### src/hw/alu_params.svh
`ifndef ALU_PARAMS_SVH
`define ALU_PARAMS_SVH

// Datapath and bus widths
`define ALU_DW 32
`define ALU_AW 5

// APB register map, byte offsets
`define ALU_REG_OPA    5'h00
`define ALU_REG_OPB    5'h04
`define ALU_REG_CTRL   5'h08
`define ALU_REG_STATUS 5'h0C
`define ALU_REG_RES_LO 5'h10
`define ALU_REG_RES_HI 5'h14

// Status register bit positions
`define ALU_ST_BUSY 0
`define ALU_ST_DONE 1
`define ALU_ST_ZERO 2
`define ALU_ST_OVF  3
`define ALU_ST_DZ   4

// Opcode field width in CTRL
`define ALU_OPW 5

// One quotient bit per iteration
`define ALU_DIV_CYCLES 32

`endif
### src/hw/alu_pkg.sv
`include "alu_params.svh"

package alu_pkg;

  // Encodings carried over from the CPU datapath
  typedef enum logic [`ALU_OPW-1:0] {
    op_add  = 5'b00011,
    op_sub  = 5'b00100,
    op_shr  = 5'b00101,
    op_shra = 5'b00110,
    op_shl  = 5'b00111,
    op_ror  = 5'b01000,
    op_rol  = 5'b01001,
    op_and  = 5'b01010,
    op_or   = 5'b01011,
    op_mul  = 5'b01111,
    op_div  = 5'b10000,
    op_neg  = 5'b10001,
    op_not  = 5'b10010,
    op_inc  = 5'b11011
  } alu_op_e;

  typedef struct packed {
    logic [`ALU_DW-1:0] hi;
    logic [`ALU_DW-1:0] lo;
  } alu_wide_t;

  typedef struct packed {
    logic [`ALU_DW-1:0] rem;
    logic [`ALU_DW-1:0] quo;
  } alu_div_t;

  // Remainder sits in the high word, quotient in the low word
  typedef union packed {
    alu_wide_t wide;
    alu_div_t  div;
  } alu_result_u;

endpackage

### src/hw/alu_apb_top.sv
`timescale 1ns/10ps
`include "alu_params.svh"

module alu_apb_top (
  input  logic                clk,
  input  logic                arst_n,
  input  logic                psel,
  input  logic                penable,
  input  logic                pwrite,
  input  logic [`ALU_AW-1:0]  paddr,
  input  logic [`ALU_DW-1:0]  pwdata,
  output logic [`ALU_DW-1:0]  prdata,
  output logic                pready,
  output logic                pslverr
);

  logic [`ALU_DW-1:0]   op_a;
  logic [`ALU_DW-1:0]   op_b;
  alu_pkg::alu_op_e     opcode;
  logic                 start;
  alu_pkg::alu_result_u result;
  logic                 res_valid;
  logic                 ovf_flag;
  logic                 dz_flag;
  logic [`ALU_DW-1:0]   res_lo;
  logic [`ALU_DW-1:0]   res_hi;
  logic                 busy;
  logic                 done;
  logic                 zero;
  logic                 ovf;
  logic                 dz;

  // Input side
  apb_alu_regs u_apb_alu_regs (
    .clk     (clk),
    .arst_n  (arst_n),
    .psel    (psel),
    .penable (penable),
    .pwrite  (pwrite),
    .paddr   (paddr),
    .pwdata  (pwdata),
    .prdata  (prdata),
    .pready  (pready),
    .pslverr (pslverr),
    .res_lo  (res_lo),
    .res_hi  (res_hi),
    .busy    (busy),
    .done    (done),
    .zero    (zero),
    .ovf     (ovf),
    .dz      (dz),
    .op_a    (op_a),
    .op_b    (op_b),
    .opcode  (opcode),
    .start   (start)
  );

  alu u_alu (
    .clk       (clk),
    .arst_n    (arst_n),
    .op_a      (op_a),
    .op_b      (op_b),
    .opcode    (opcode),
    .start     (start),
    .result    (result),
    .res_valid (res_valid),
    .ovf_flag  (ovf_flag),
    .dz_flag   (dz_flag)
  );

  // Output side
  result_regs u_result_regs (
    .clk       (clk),
    .arst_n    (arst_n),
    .start     (start),
    .result    (result),
    .res_valid (res_valid),
    .ovf_flag  (ovf_flag),
    .dz_flag   (dz_flag),
    .res_lo    (res_lo),
    .res_hi    (res_hi),
    .busy      (busy),
    .done      (done),
    .zero      (zero),
    .ovf       (ovf),
    .dz        (dz)
  );

endmodule

### src/hw/result_regs.sv
`timescale 1ns/10ps
`include "alu_params.svh"

module result_regs (
  input  logic                  clk,
  input  logic                  arst_n,
  input  logic                  start,
  input  alu_pkg::alu_result_u  result,
  input  logic                  res_valid,
  input  logic                  ovf_flag,
  input  logic                  dz_flag,
  output logic [`ALU_DW-1:0]    res_lo,
  output logic [`ALU_DW-1:0]    res_hi,
  output logic                  busy,
  output logic                  done,
  output logic                  zero,
  output logic                  ovf,
  output logic                  dz
);

  alu_pkg::alu_result_u res_q;

  assign res_lo = res_q.wide.lo;
  assign res_hi = res_q.wide.hi;

  always_ff @(posedge clk or negedge arst_n) begin
    if (!arst_n) begin
      res_q <= '0;
      busy  <= 1'b0;
      done  <= 1'b0;
      zero  <= 1'b0;
      ovf   <= 1'b0;
      dz    <= 1'b0;
    end else if (start) begin
      busy <= 1'b1;
      done <= 1'b0;
      zero <= 1'b0;   // Flags belong to the new operation
      ovf  <= 1'b0;
      dz   <= 1'b0;
    end else if (res_valid) begin
      res_q <= result;
      busy  <= 1'b0;
      done  <= 1'b1;
      zero  <= (result.wide == '0);  // Whole 64-bit word
      ovf   <= ovf_flag;
      dz    <= dz_flag;
    end
  end

endmodule

### src/hw/alu.sv
`timescale 1ns/10ps
`include "alu_params.svh"

module alu (
  input  logic                  clk,
  input  logic                  arst_n,
  input  logic [`ALU_DW-1:0]    op_a,
  input  logic [`ALU_DW-1:0]    op_b,
  input  alu_pkg::alu_op_e      opcode,
  input  logic                  start,
  output alu_pkg::alu_result_u  result,
  output logic                  res_valid,
  output logic                  ovf_flag,
  output logic                  dz_flag
);

  logic [`ALU_DW-1:0]   lo_w;
  logic [`ALU_DW-1:0]   hi_w;
  logic                 ovf_w;
  logic [`ALU_DW-1:0]   sum_w;
  logic [`ALU_DW-1:0]   dif_w;
  logic [2*`ALU_DW-1:0] mul_w;
  logic [2*`ALU_DW-1:0] ror_w;
  logic [2*`ALU_DW-1:0] rol_w;
  logic [4:0]           amt;
  logic                 is_div;
  logic                 div_pend;
  logic                 div_start;
  logic [`ALU_DW-1:0]   div_a;
  logic [`ALU_DW-1:0]   div_b;
  logic [`ALU_DW-1:0]   quo;
  logic [`ALU_DW-1:0]   rem;
  logic                 div_done;

  assign amt    = op_b[4:0];
  assign is_div = (opcode == alu_pkg::op_div);
  assign sum_w  = op_a + op_b;
  assign dif_w  = op_a - op_b;
  assign mul_w  = {{`ALU_DW{1'b0}}, op_a} * {{`ALU_DW{1'b0}}, op_b};
  assign ror_w  = {op_a, op_a} >> amt;   // Low half is the rotated word
  assign rol_w  = {op_a, op_a} << amt;   // High half is the rotated word

  always_comb begin
    lo_w  = '0;
    hi_w  = '0;
    ovf_w = 1'b0;
    case (opcode)
      alu_pkg::op_and:  lo_w = op_a & op_b;
      alu_pkg::op_or:   lo_w = op_a | op_b;
      alu_pkg::op_add: begin
        lo_w  = sum_w;
        ovf_w = (op_a[`ALU_DW-1] == op_b[`ALU_DW-1]) &&
                (sum_w[`ALU_DW-1] != op_a[`ALU_DW-1]);
      end
      alu_pkg::op_sub: begin
        lo_w  = dif_w;
        ovf_w = (op_a[`ALU_DW-1] != op_b[`ALU_DW-1]) &&
                (dif_w[`ALU_DW-1] != op_a[`ALU_DW-1]);
      end
      alu_pkg::op_mul: begin
        lo_w = mul_w[`ALU_DW-1:0];
        hi_w = mul_w[2*`ALU_DW-1:`ALU_DW];
      end
      alu_pkg::op_shr:  lo_w = op_a >> amt;
      alu_pkg::op_shra: lo_w = $signed(op_a) >>> amt;
      alu_pkg::op_shl:  lo_w = op_a << amt;
      alu_pkg::op_ror:  lo_w = ror_w[`ALU_DW-1:0];
      alu_pkg::op_rol:  lo_w = rol_w[2*`ALU_DW-1:`ALU_DW];
      // Unary ops take operand B, as in the CPU datapath
      alu_pkg::op_neg:  lo_w = -op_b;
      alu_pkg::op_not:  lo_w = ~op_b;
      alu_pkg::op_inc:  lo_w = op_b + 1'b1;
      default:          lo_w = '0;
    endcase
  end

  // Divider takes its operands at start
  assign div_start = start && is_div;
  assign div_a     = op_a;
  assign div_b     = op_b;

  div_unit u_div_unit (
    .clk       (clk),
    .arst_n    (arst_n),
    .div_start (div_start),
    .div_a     (div_a),
    .div_b     (div_b),
    .quo       (quo),
    .rem       (rem),
    .div_done  (div_done)
  );

  always_ff @(posedge clk or negedge arst_n) begin
    if (!arst_n) begin
      result    <= '0;
      res_valid <= 1'b0;
      ovf_flag  <= 1'b0;
      dz_flag   <= 1'b0;
      div_pend  <= 1'b0;
    end else begin
      res_valid <= 1'b0;
      if (start) begin
        ovf_flag <= ovf_w;
        dz_flag  <= is_div && (op_b == '0);
        div_pend <= is_div;
        if (!is_div) begin
          result.wide.hi <= hi_w;
          result.wide.lo <= lo_w;
          res_valid      <= 1'b1;
        end
      end else if (div_pend && div_done) begin
        result.div.rem <= rem;
        result.div.quo <= quo;
        res_valid      <= 1'b1;
        div_pend       <= 1'b0;
      end
    end
  end

endmodule

### src/hw/div_unit.sv
`timescale 1ns/10ps
`include "alu_params.svh"

module div_unit (
  input  logic                clk,
  input  logic                arst_n,
  input  logic                div_start,
  input  logic [`ALU_DW-1:0]  div_a,
  input  logic [`ALU_DW-1:0]  div_b,
  output logic [`ALU_DW-1:0]  quo,
  output logic [`ALU_DW-1:0]  rem,
  output logic                div_done
);

  localparam int CW = $clog2(`ALU_DIV_CYCLES + 1);

  logic [`ALU_DW-1:0] dvs_q;
  logic [CW-1:0]      cnt_q;
  logic               run_q;
  logic [`ALU_DW-1:0] src_rem;
  logic [`ALU_DW-1:0] src_quo;
  logic [`ALU_DW-1:0] src_dvs;
  logic [`ALU_DW-1:0] nxt_rem;
  logic [`ALU_DW-1:0] nxt_quo;
  logic [`ALU_DW:0]   trial;

  // One shift-subtract step, first one straight from the inputs
  always_comb begin
    src_rem = div_start ? '0 : rem;
    src_quo = div_start ? div_a : quo;
    src_dvs = div_start ? div_b : dvs_q;
    trial   = {src_rem, src_quo[`ALU_DW-1]} - {1'b0, src_dvs};
    if (trial[`ALU_DW]) begin            // Borrow, restore
      nxt_rem = {src_rem[`ALU_DW-2:0], src_quo[`ALU_DW-1]};
      nxt_quo = {src_quo[`ALU_DW-2:0], 1'b0};
    end else begin
      nxt_rem = trial[`ALU_DW-1:0];
      nxt_quo = {src_quo[`ALU_DW-2:0], 1'b1};
    end
  end

  always_ff @(posedge clk or negedge arst_n) begin
    if (!arst_n) begin
      quo      <= '0;
      rem      <= '0;
      dvs_q    <= '0;
      cnt_q    <= '0;
      run_q    <= 1'b0;
      div_done <= 1'b0;
    end else begin
      div_done <= 1'b0;
      if (div_start) begin
        quo   <= nxt_quo;
        rem   <= nxt_rem;
        dvs_q <= div_b;
        cnt_q <= CW'(`ALU_DIV_CYCLES - 1);  // Steps left after this one
        run_q <= 1'b1;
      end else if (run_q) begin
        quo   <= nxt_quo;
        rem   <= nxt_rem;
        cnt_q <= cnt_q - 1'b1;
        if (cnt_q == CW'(1)) begin
          run_q    <= 1'b0;
          div_done <= 1'b1;
        end
      end
    end
  end

endmodule

### src/hw/apb_alu_regs.sv
`timescale 1ns/10ps
`include "alu_params.svh"

module apb_alu_regs (
  input  logic                  clk,
  input  logic                  arst_n,
  input  logic                  psel,
  input  logic                  penable,
  input  logic                  pwrite,
  input  logic [`ALU_AW-1:0]    paddr,
  input  logic [`ALU_DW-1:0]    pwdata,
  output logic [`ALU_DW-1:0]    prdata,
  output logic                  pready,
  output logic                  pslverr,
  input  logic [`ALU_DW-1:0]    res_lo,
  input  logic [`ALU_DW-1:0]    res_hi,
  input  logic                  busy,
  input  logic                  done,
  input  logic                  zero,
  input  logic                  ovf,
  input  logic                  dz,
  output logic [`ALU_DW-1:0]    op_a,
  output logic [`ALU_DW-1:0]    op_b,
  output alu_pkg::alu_op_e      opcode,
  output logic                  start
);

  logic wr_acc;
  logic ctrl_wr;
  logic ctrl_ok;

  function automatic logic op_legal(input logic [`ALU_OPW-1:0] code);
    case (code)
      alu_pkg::op_and, alu_pkg::op_or, alu_pkg::op_add, alu_pkg::op_sub,
      alu_pkg::op_mul, alu_pkg::op_div, alu_pkg::op_shr, alu_pkg::op_shra,
      alu_pkg::op_shl, alu_pkg::op_ror, alu_pkg::op_rol, alu_pkg::op_neg,
      alu_pkg::op_not, alu_pkg::op_inc:
        op_legal = 1'b1;
      default:
        op_legal = 1'b0;
    endcase
  endfunction

  assign wr_acc  = psel && penable && pwrite;
  assign ctrl_wr = wr_acc && (paddr == `ALU_REG_CTRL);
  // Start in flight counts as busy too
  assign ctrl_ok = ctrl_wr && op_legal(pwdata[`ALU_OPW-1:0]) && !(busy || start);

  assign pready  = 1'b1;           // No wait states
  assign pslverr = ctrl_wr && !ctrl_ok;

  always_ff @(posedge clk or negedge arst_n) begin
    if (!arst_n) begin
      op_a   <= '0;
      op_b   <= '0;
      opcode <= alu_pkg::alu_op_e'('0);
      start  <= 1'b0;
    end else begin
      start <= ctrl_ok;
      if (wr_acc && (paddr == `ALU_REG_OPA)) begin
        op_a <= pwdata;
      end
      if (wr_acc && (paddr == `ALU_REG_OPB)) begin
        op_b <= pwdata;
      end
      if (ctrl_ok) begin
        opcode <= alu_pkg::alu_op_e'(pwdata[`ALU_OPW-1:0]);
      end
    end
  end

  always_comb begin
    prdata = '0;
    case (paddr)
      `ALU_REG_OPA:    prdata = op_a;
      `ALU_REG_OPB:    prdata = op_b;
      `ALU_REG_CTRL:   prdata[`ALU_OPW-1:0] = opcode;
      `ALU_REG_STATUS: begin
        prdata[`ALU_ST_BUSY] = busy;
        prdata[`ALU_ST_DONE] = done;
        prdata[`ALU_ST_ZERO] = zero;
        prdata[`ALU_ST_OVF]  = ovf;
        prdata[`ALU_ST_DZ]   = dz;
      end
      `ALU_REG_RES_LO: prdata = res_lo;
      `ALU_REG_RES_HI: prdata = res_hi;
      default:         prdata = '0;  // Unmapped reads as zero
    endcase
  end

endmodule

### config.mk
export PLATFORM = sky130hd
export DESIGN_NAME = alu_apb_top
export DESIGN_NICKNAME = d
export VERILOG_FILES = /design/src/hw/alu_pkg.sv /design/src/hw/alu_apb_top.sv /design/src/hw/result_regs.sv /design/src/hw/alu.sv /design/src/hw/div_unit.sv /design/src/hw/apb_alu_regs.sv
export VERILOG_INCLUDE_DIRS = /design/src /design/src/hw
export SDC_FILE = /design/constraint.sdc
export NUM_CORES = 2
export LEC_CHECK = 0
export BUFFER_PORTS_ARGS = -buffer_cell sky130_fd_sc_hd__buf_2
export CAP_MARGIN = 20
export CELL_PAD_IN_SITES_DETAIL_PLACEMENT = 0
export CELL_PAD_IN_SITES_GLOBAL_PLACEMENT = 2
export CORE_MARGIN = 2
export CORE_UTILIZATION = 40
export CTS_BUF_LIST = sky130_fd_sc_hd__clkbuf_16
export DETAILED_ROUTE_END_ITERATION = 8
export PLACE_DENSITY_LB_ADDON = 0.1
export SYNTH_ARGS = -nofsm -noshare
export SYNTH_HDL_FRONTEND = slang
export SYNTH_SLANG_ARGS = --single-unit
### constraint.sdc
create_clock -name clk -period 12 [get_ports clk]
set_clock_uncertainty 0.2 [all_clocks]
set_input_delay 2.4 -clock clk [delete_from_list [all_inputs] [get_ports clk]]
set_output_delay 2.4 -clock clk [all_outputs]
set_load 0.01 [all_outputs]
==> results.py <==
metrics = {
    "worst_setup_path": {
        "timing.critical_path.mode_cell": "fa_1",
        "reg2reg_depth": 27,
        "crit_slowest_cell": "dfrtp_1",
        "end_kind": "flip-flop",
        "crit_arrival_ps": 10830,
        "crit_type": "flip-flop to flip-flop",
        "cp-start-kind": "flip-flop",
        "critical-path-max-stage-delay_ps": 1170,
        "worstPathRequired_ps": 12290,
        "path_max_fanout": 26,
        "reg2reg_slack_ps": 1460,
    },
    "floorplan": {
        "dieArea_mm2": 0.150,
        "rows": 140,
        "die_h_um": 387,
        "fp.dieW_um": 387,
        "core_mm2": 0.146,
        "ios": 76,
        "initial_core_util": 0.402,
    },
    "clock_tree": {
        "clk_pin_slew_ps": 60,
        "hold_buffers": 0,
        "cts_sinks": 311,
        "post_cts_buffers": 0,
        "clk_latency_ps": 660,
        "htree_levels": 2,
        "clock-root-buffer": "clkbuf_16",
        "clock_path_buffers": 3,
        "cts_buffers": 42,
        "cts_resized": 0,
        "cts_tree": "done",
    },
    "timing": {
        "tightest_slew_ps": 1280,
        "drv_slew": 0,
        "hold-worst-slack_ps": 279,
        "setup_violations": 0,
        "slew_headroom": 0.144,
        "hold_violations": 0,
        "fin_crit_sh": 0.878,
        "finalCriticalPeriod_ps": 10540,
        "rsz0062_at_grt": "false",
        "fmaxAchievable_mhz": 94.9,
        "finalSetupTns_ps": 0,
    },
    "yosys": {
        "ys_warn_count": 0,
        "seq_area_frac_synth": 0.133,
        "syn_avg_cell_area_um2": 8.40,
        "syn-num-nets": 8309,
        "synth_cell_type_count": 103,
        "syn_area_mm2": 0.0586,
        "syn_inst": 6973,
        "ys_ff_latch": 311,
        "synth_ff_type": "dfrtp_1",
        "synth_edf_count": 0,
        "async_reset_ff_frac": 1.00,
    },
    "placement": {
        "dpl_cell_area_mm2": 0.0612,
        "dpl.hpwl_um": 225000,
        "port_buffers": 74,
        "place.gp.congestion": 0.989,
    },
    "global_routing": {
        "grt_pass1_vias": 54500,
        "grtUsageTotal": 0.390,
        "grt_overflow": 0,
        "grt_pass1_wl_um": 417000,
        "antenna_found_initial": 26,
        "grt_max_degree": 154,
    },
    "outcome": {
        "status": "finished clean",
    },
    "final_layout": {
        "fin_area_mm2": 0.0626,
        "fillCellCount": 14900,
        "syn2layout_area_growth_pct": 6.85,
        "drive_gt1_frac": 0.0830,
        "nets": 8158,
        "final_cell_mix": "986 x inv_1, 900 x nand2_1, 899 x fa_1",
        "final_common_cell": "inv_1",
    },
    "worst_hold_path": {
        "hold-path-cell-count": 2,
        "hold_path.class": "flip-flop to flip-flop",
    },
    "routing": {
        "avgViaCountPerCell": 6.13,
        "post_drt_wl_per_cell_um": 33.3,
        "drtAntennaViolNets": 0,
        "drtIter0Drc": 5988,
        "firstDrtPassIters": 7,
        "routed-via-count": 53800,
        "drc": 0,
        "routed_wl_um": 292000,
    },
    "flow_run": {
        "maxCapViolCount": 0,
    },
}
[worst max-delay path, delay by kind of cell, from the launching register on]
family,cells,cell delay (ps)
adders and majority gates,9,4410
xor gates and xnor gates,1,330
and+or+nand+nor,4,1270
AOI/OAI and AO/OA,7,2060
DFF,1,1170
buffers and inverters,6,840
[per-stage QoR]
step,util,setup slack [ps],std cells
floorplan,-,3240,6973
global placement,0.420,1430,8689
detailed placement,0.420,1450,8692
CTS,0.429,1320,8768
global route,0.430,1380,8772
finish,0.430,1460,8777
[flip-flops by register name, indices dropped and copies added (netlist names), 6 cells and up]
name                    count
u_apb_alu_regs.op_b        32
u_alu.result               64
u_alu.u_div_unit.rem       32
u_apb_alu_regs.op_a        32
u_alu.u_div_unit.dvs_q     32
u_result_regs.res_q        64
u_alu.u_div_unit.cnt_q      6
u_alu.u_div_unit.quo       32
[final cells by class]
type / instances / area (um^2) / area share
multi-input cells: 5160 / 45100 / 0.720
flip-flops and latches: 311 / 7820 / 0.125
inverters: 1013 / 3800 / 0.0608
well taps: 1917 / 2400 / 0.0383
repair buffers: 294 / 2140 / 0.0341
clock buffers: 42 / 1050 / 0.0168
clock inverters: 34 / 278 / 0.00444
diodes: 6 / 15.0 / 0.000240
[routing by layer]
| metal | vias up | GRT usage | part of all wire |
|---|---|---|---|
| met3 | 613 | 0.0769 | 0.093 |
| li1 | 22400 | - | - |
| met1 | 28000 | 0.532 | 0.41 |
| met5 | - | 0.000957 | 0.00031 |
| met2 | 2776 | 0.595 | 0.44 |
| met4 | 12 | 0.181 | 0.056 |
[final timing paths]
check,endpoint,from
hold / removal,u_alu.u_div_unit.dvs_q[28]$_DFF_PN0_,u_alu.u_div_unit.dvs_q[28]$_DFF_PN0_
max in group asynchronous,u_apb_alu_regs.op_a[25]$_DFFE_PN0P_,arst_n
setup reg to reg,u_alu.result[31]$_DFFE_PN0P_,u_apb_alu_regs.op_b[7]$_DFFE_PN0P_
setup / recovery,u_alu.result[31]$_DFFE_PN0P_,u_apb_alu_regs.op_b[7]$_DFFE_PN0P_
min in group asynchronous,u_apb_alu_regs.op_a[3]$_DFFE_PN0P_,arst_n
hold reg to reg,u_alu.u_div_unit.dvs_q[28]$_DFF_PN0_,u_alu.u_div_unit.dvs_q[28]$_DFF_PN0_
[synth_stat cells, types with 35 or more instances]
master      n  share of area
nand3_1    74         0.0063
a221oi_1   35         0.0052
o21ai_1    48         0.0041
nor4_1     40         0.0043
dfrtp_1   311           0.13
fa_1      899           0.31
xnor2_1    81          0.012
nand2_1   901          0.058
o21ai_0   301          0.026
and2_1     51         0.0054
a21oi_1   348          0.030
a21o_1     79          0.010
nand4_1    43         0.0046
xor2_1     39         0.0058
inv_1     983          0.063
nor2_1    840          0.054
ha_1      395          0.084
mux2_2     71          0.014
buf_1     107         0.0069
a211oi_1   52         0.0067
mux2i_1   143          0.024
clkbuf_1  338          0.022
nor3_1     71         0.0061
mux4_2     63          0.024
o22ai_1    95          0.010
[cell families after synthesis]
| kind of cell | Yosys count | synth area share |
|---|---|---|
| xor+xnor | 121 | 0.0182 |
| compound gates | 1287 | 0.139 |
| other cells | 1 | 0.0000640 |
| simple gates | 2178 | 0.157 |
| buf+inv | 1502 | 0.0985 |
| flops | 311 | 0.133 |
| mux | 279 | 0.0627 |
| fa+ha+maj | 1294 | 0.392 |
Power is left out: the tool's default activity adds up to more than one toggle a clock period on the data nets, which glitch-free logic cannot reach.
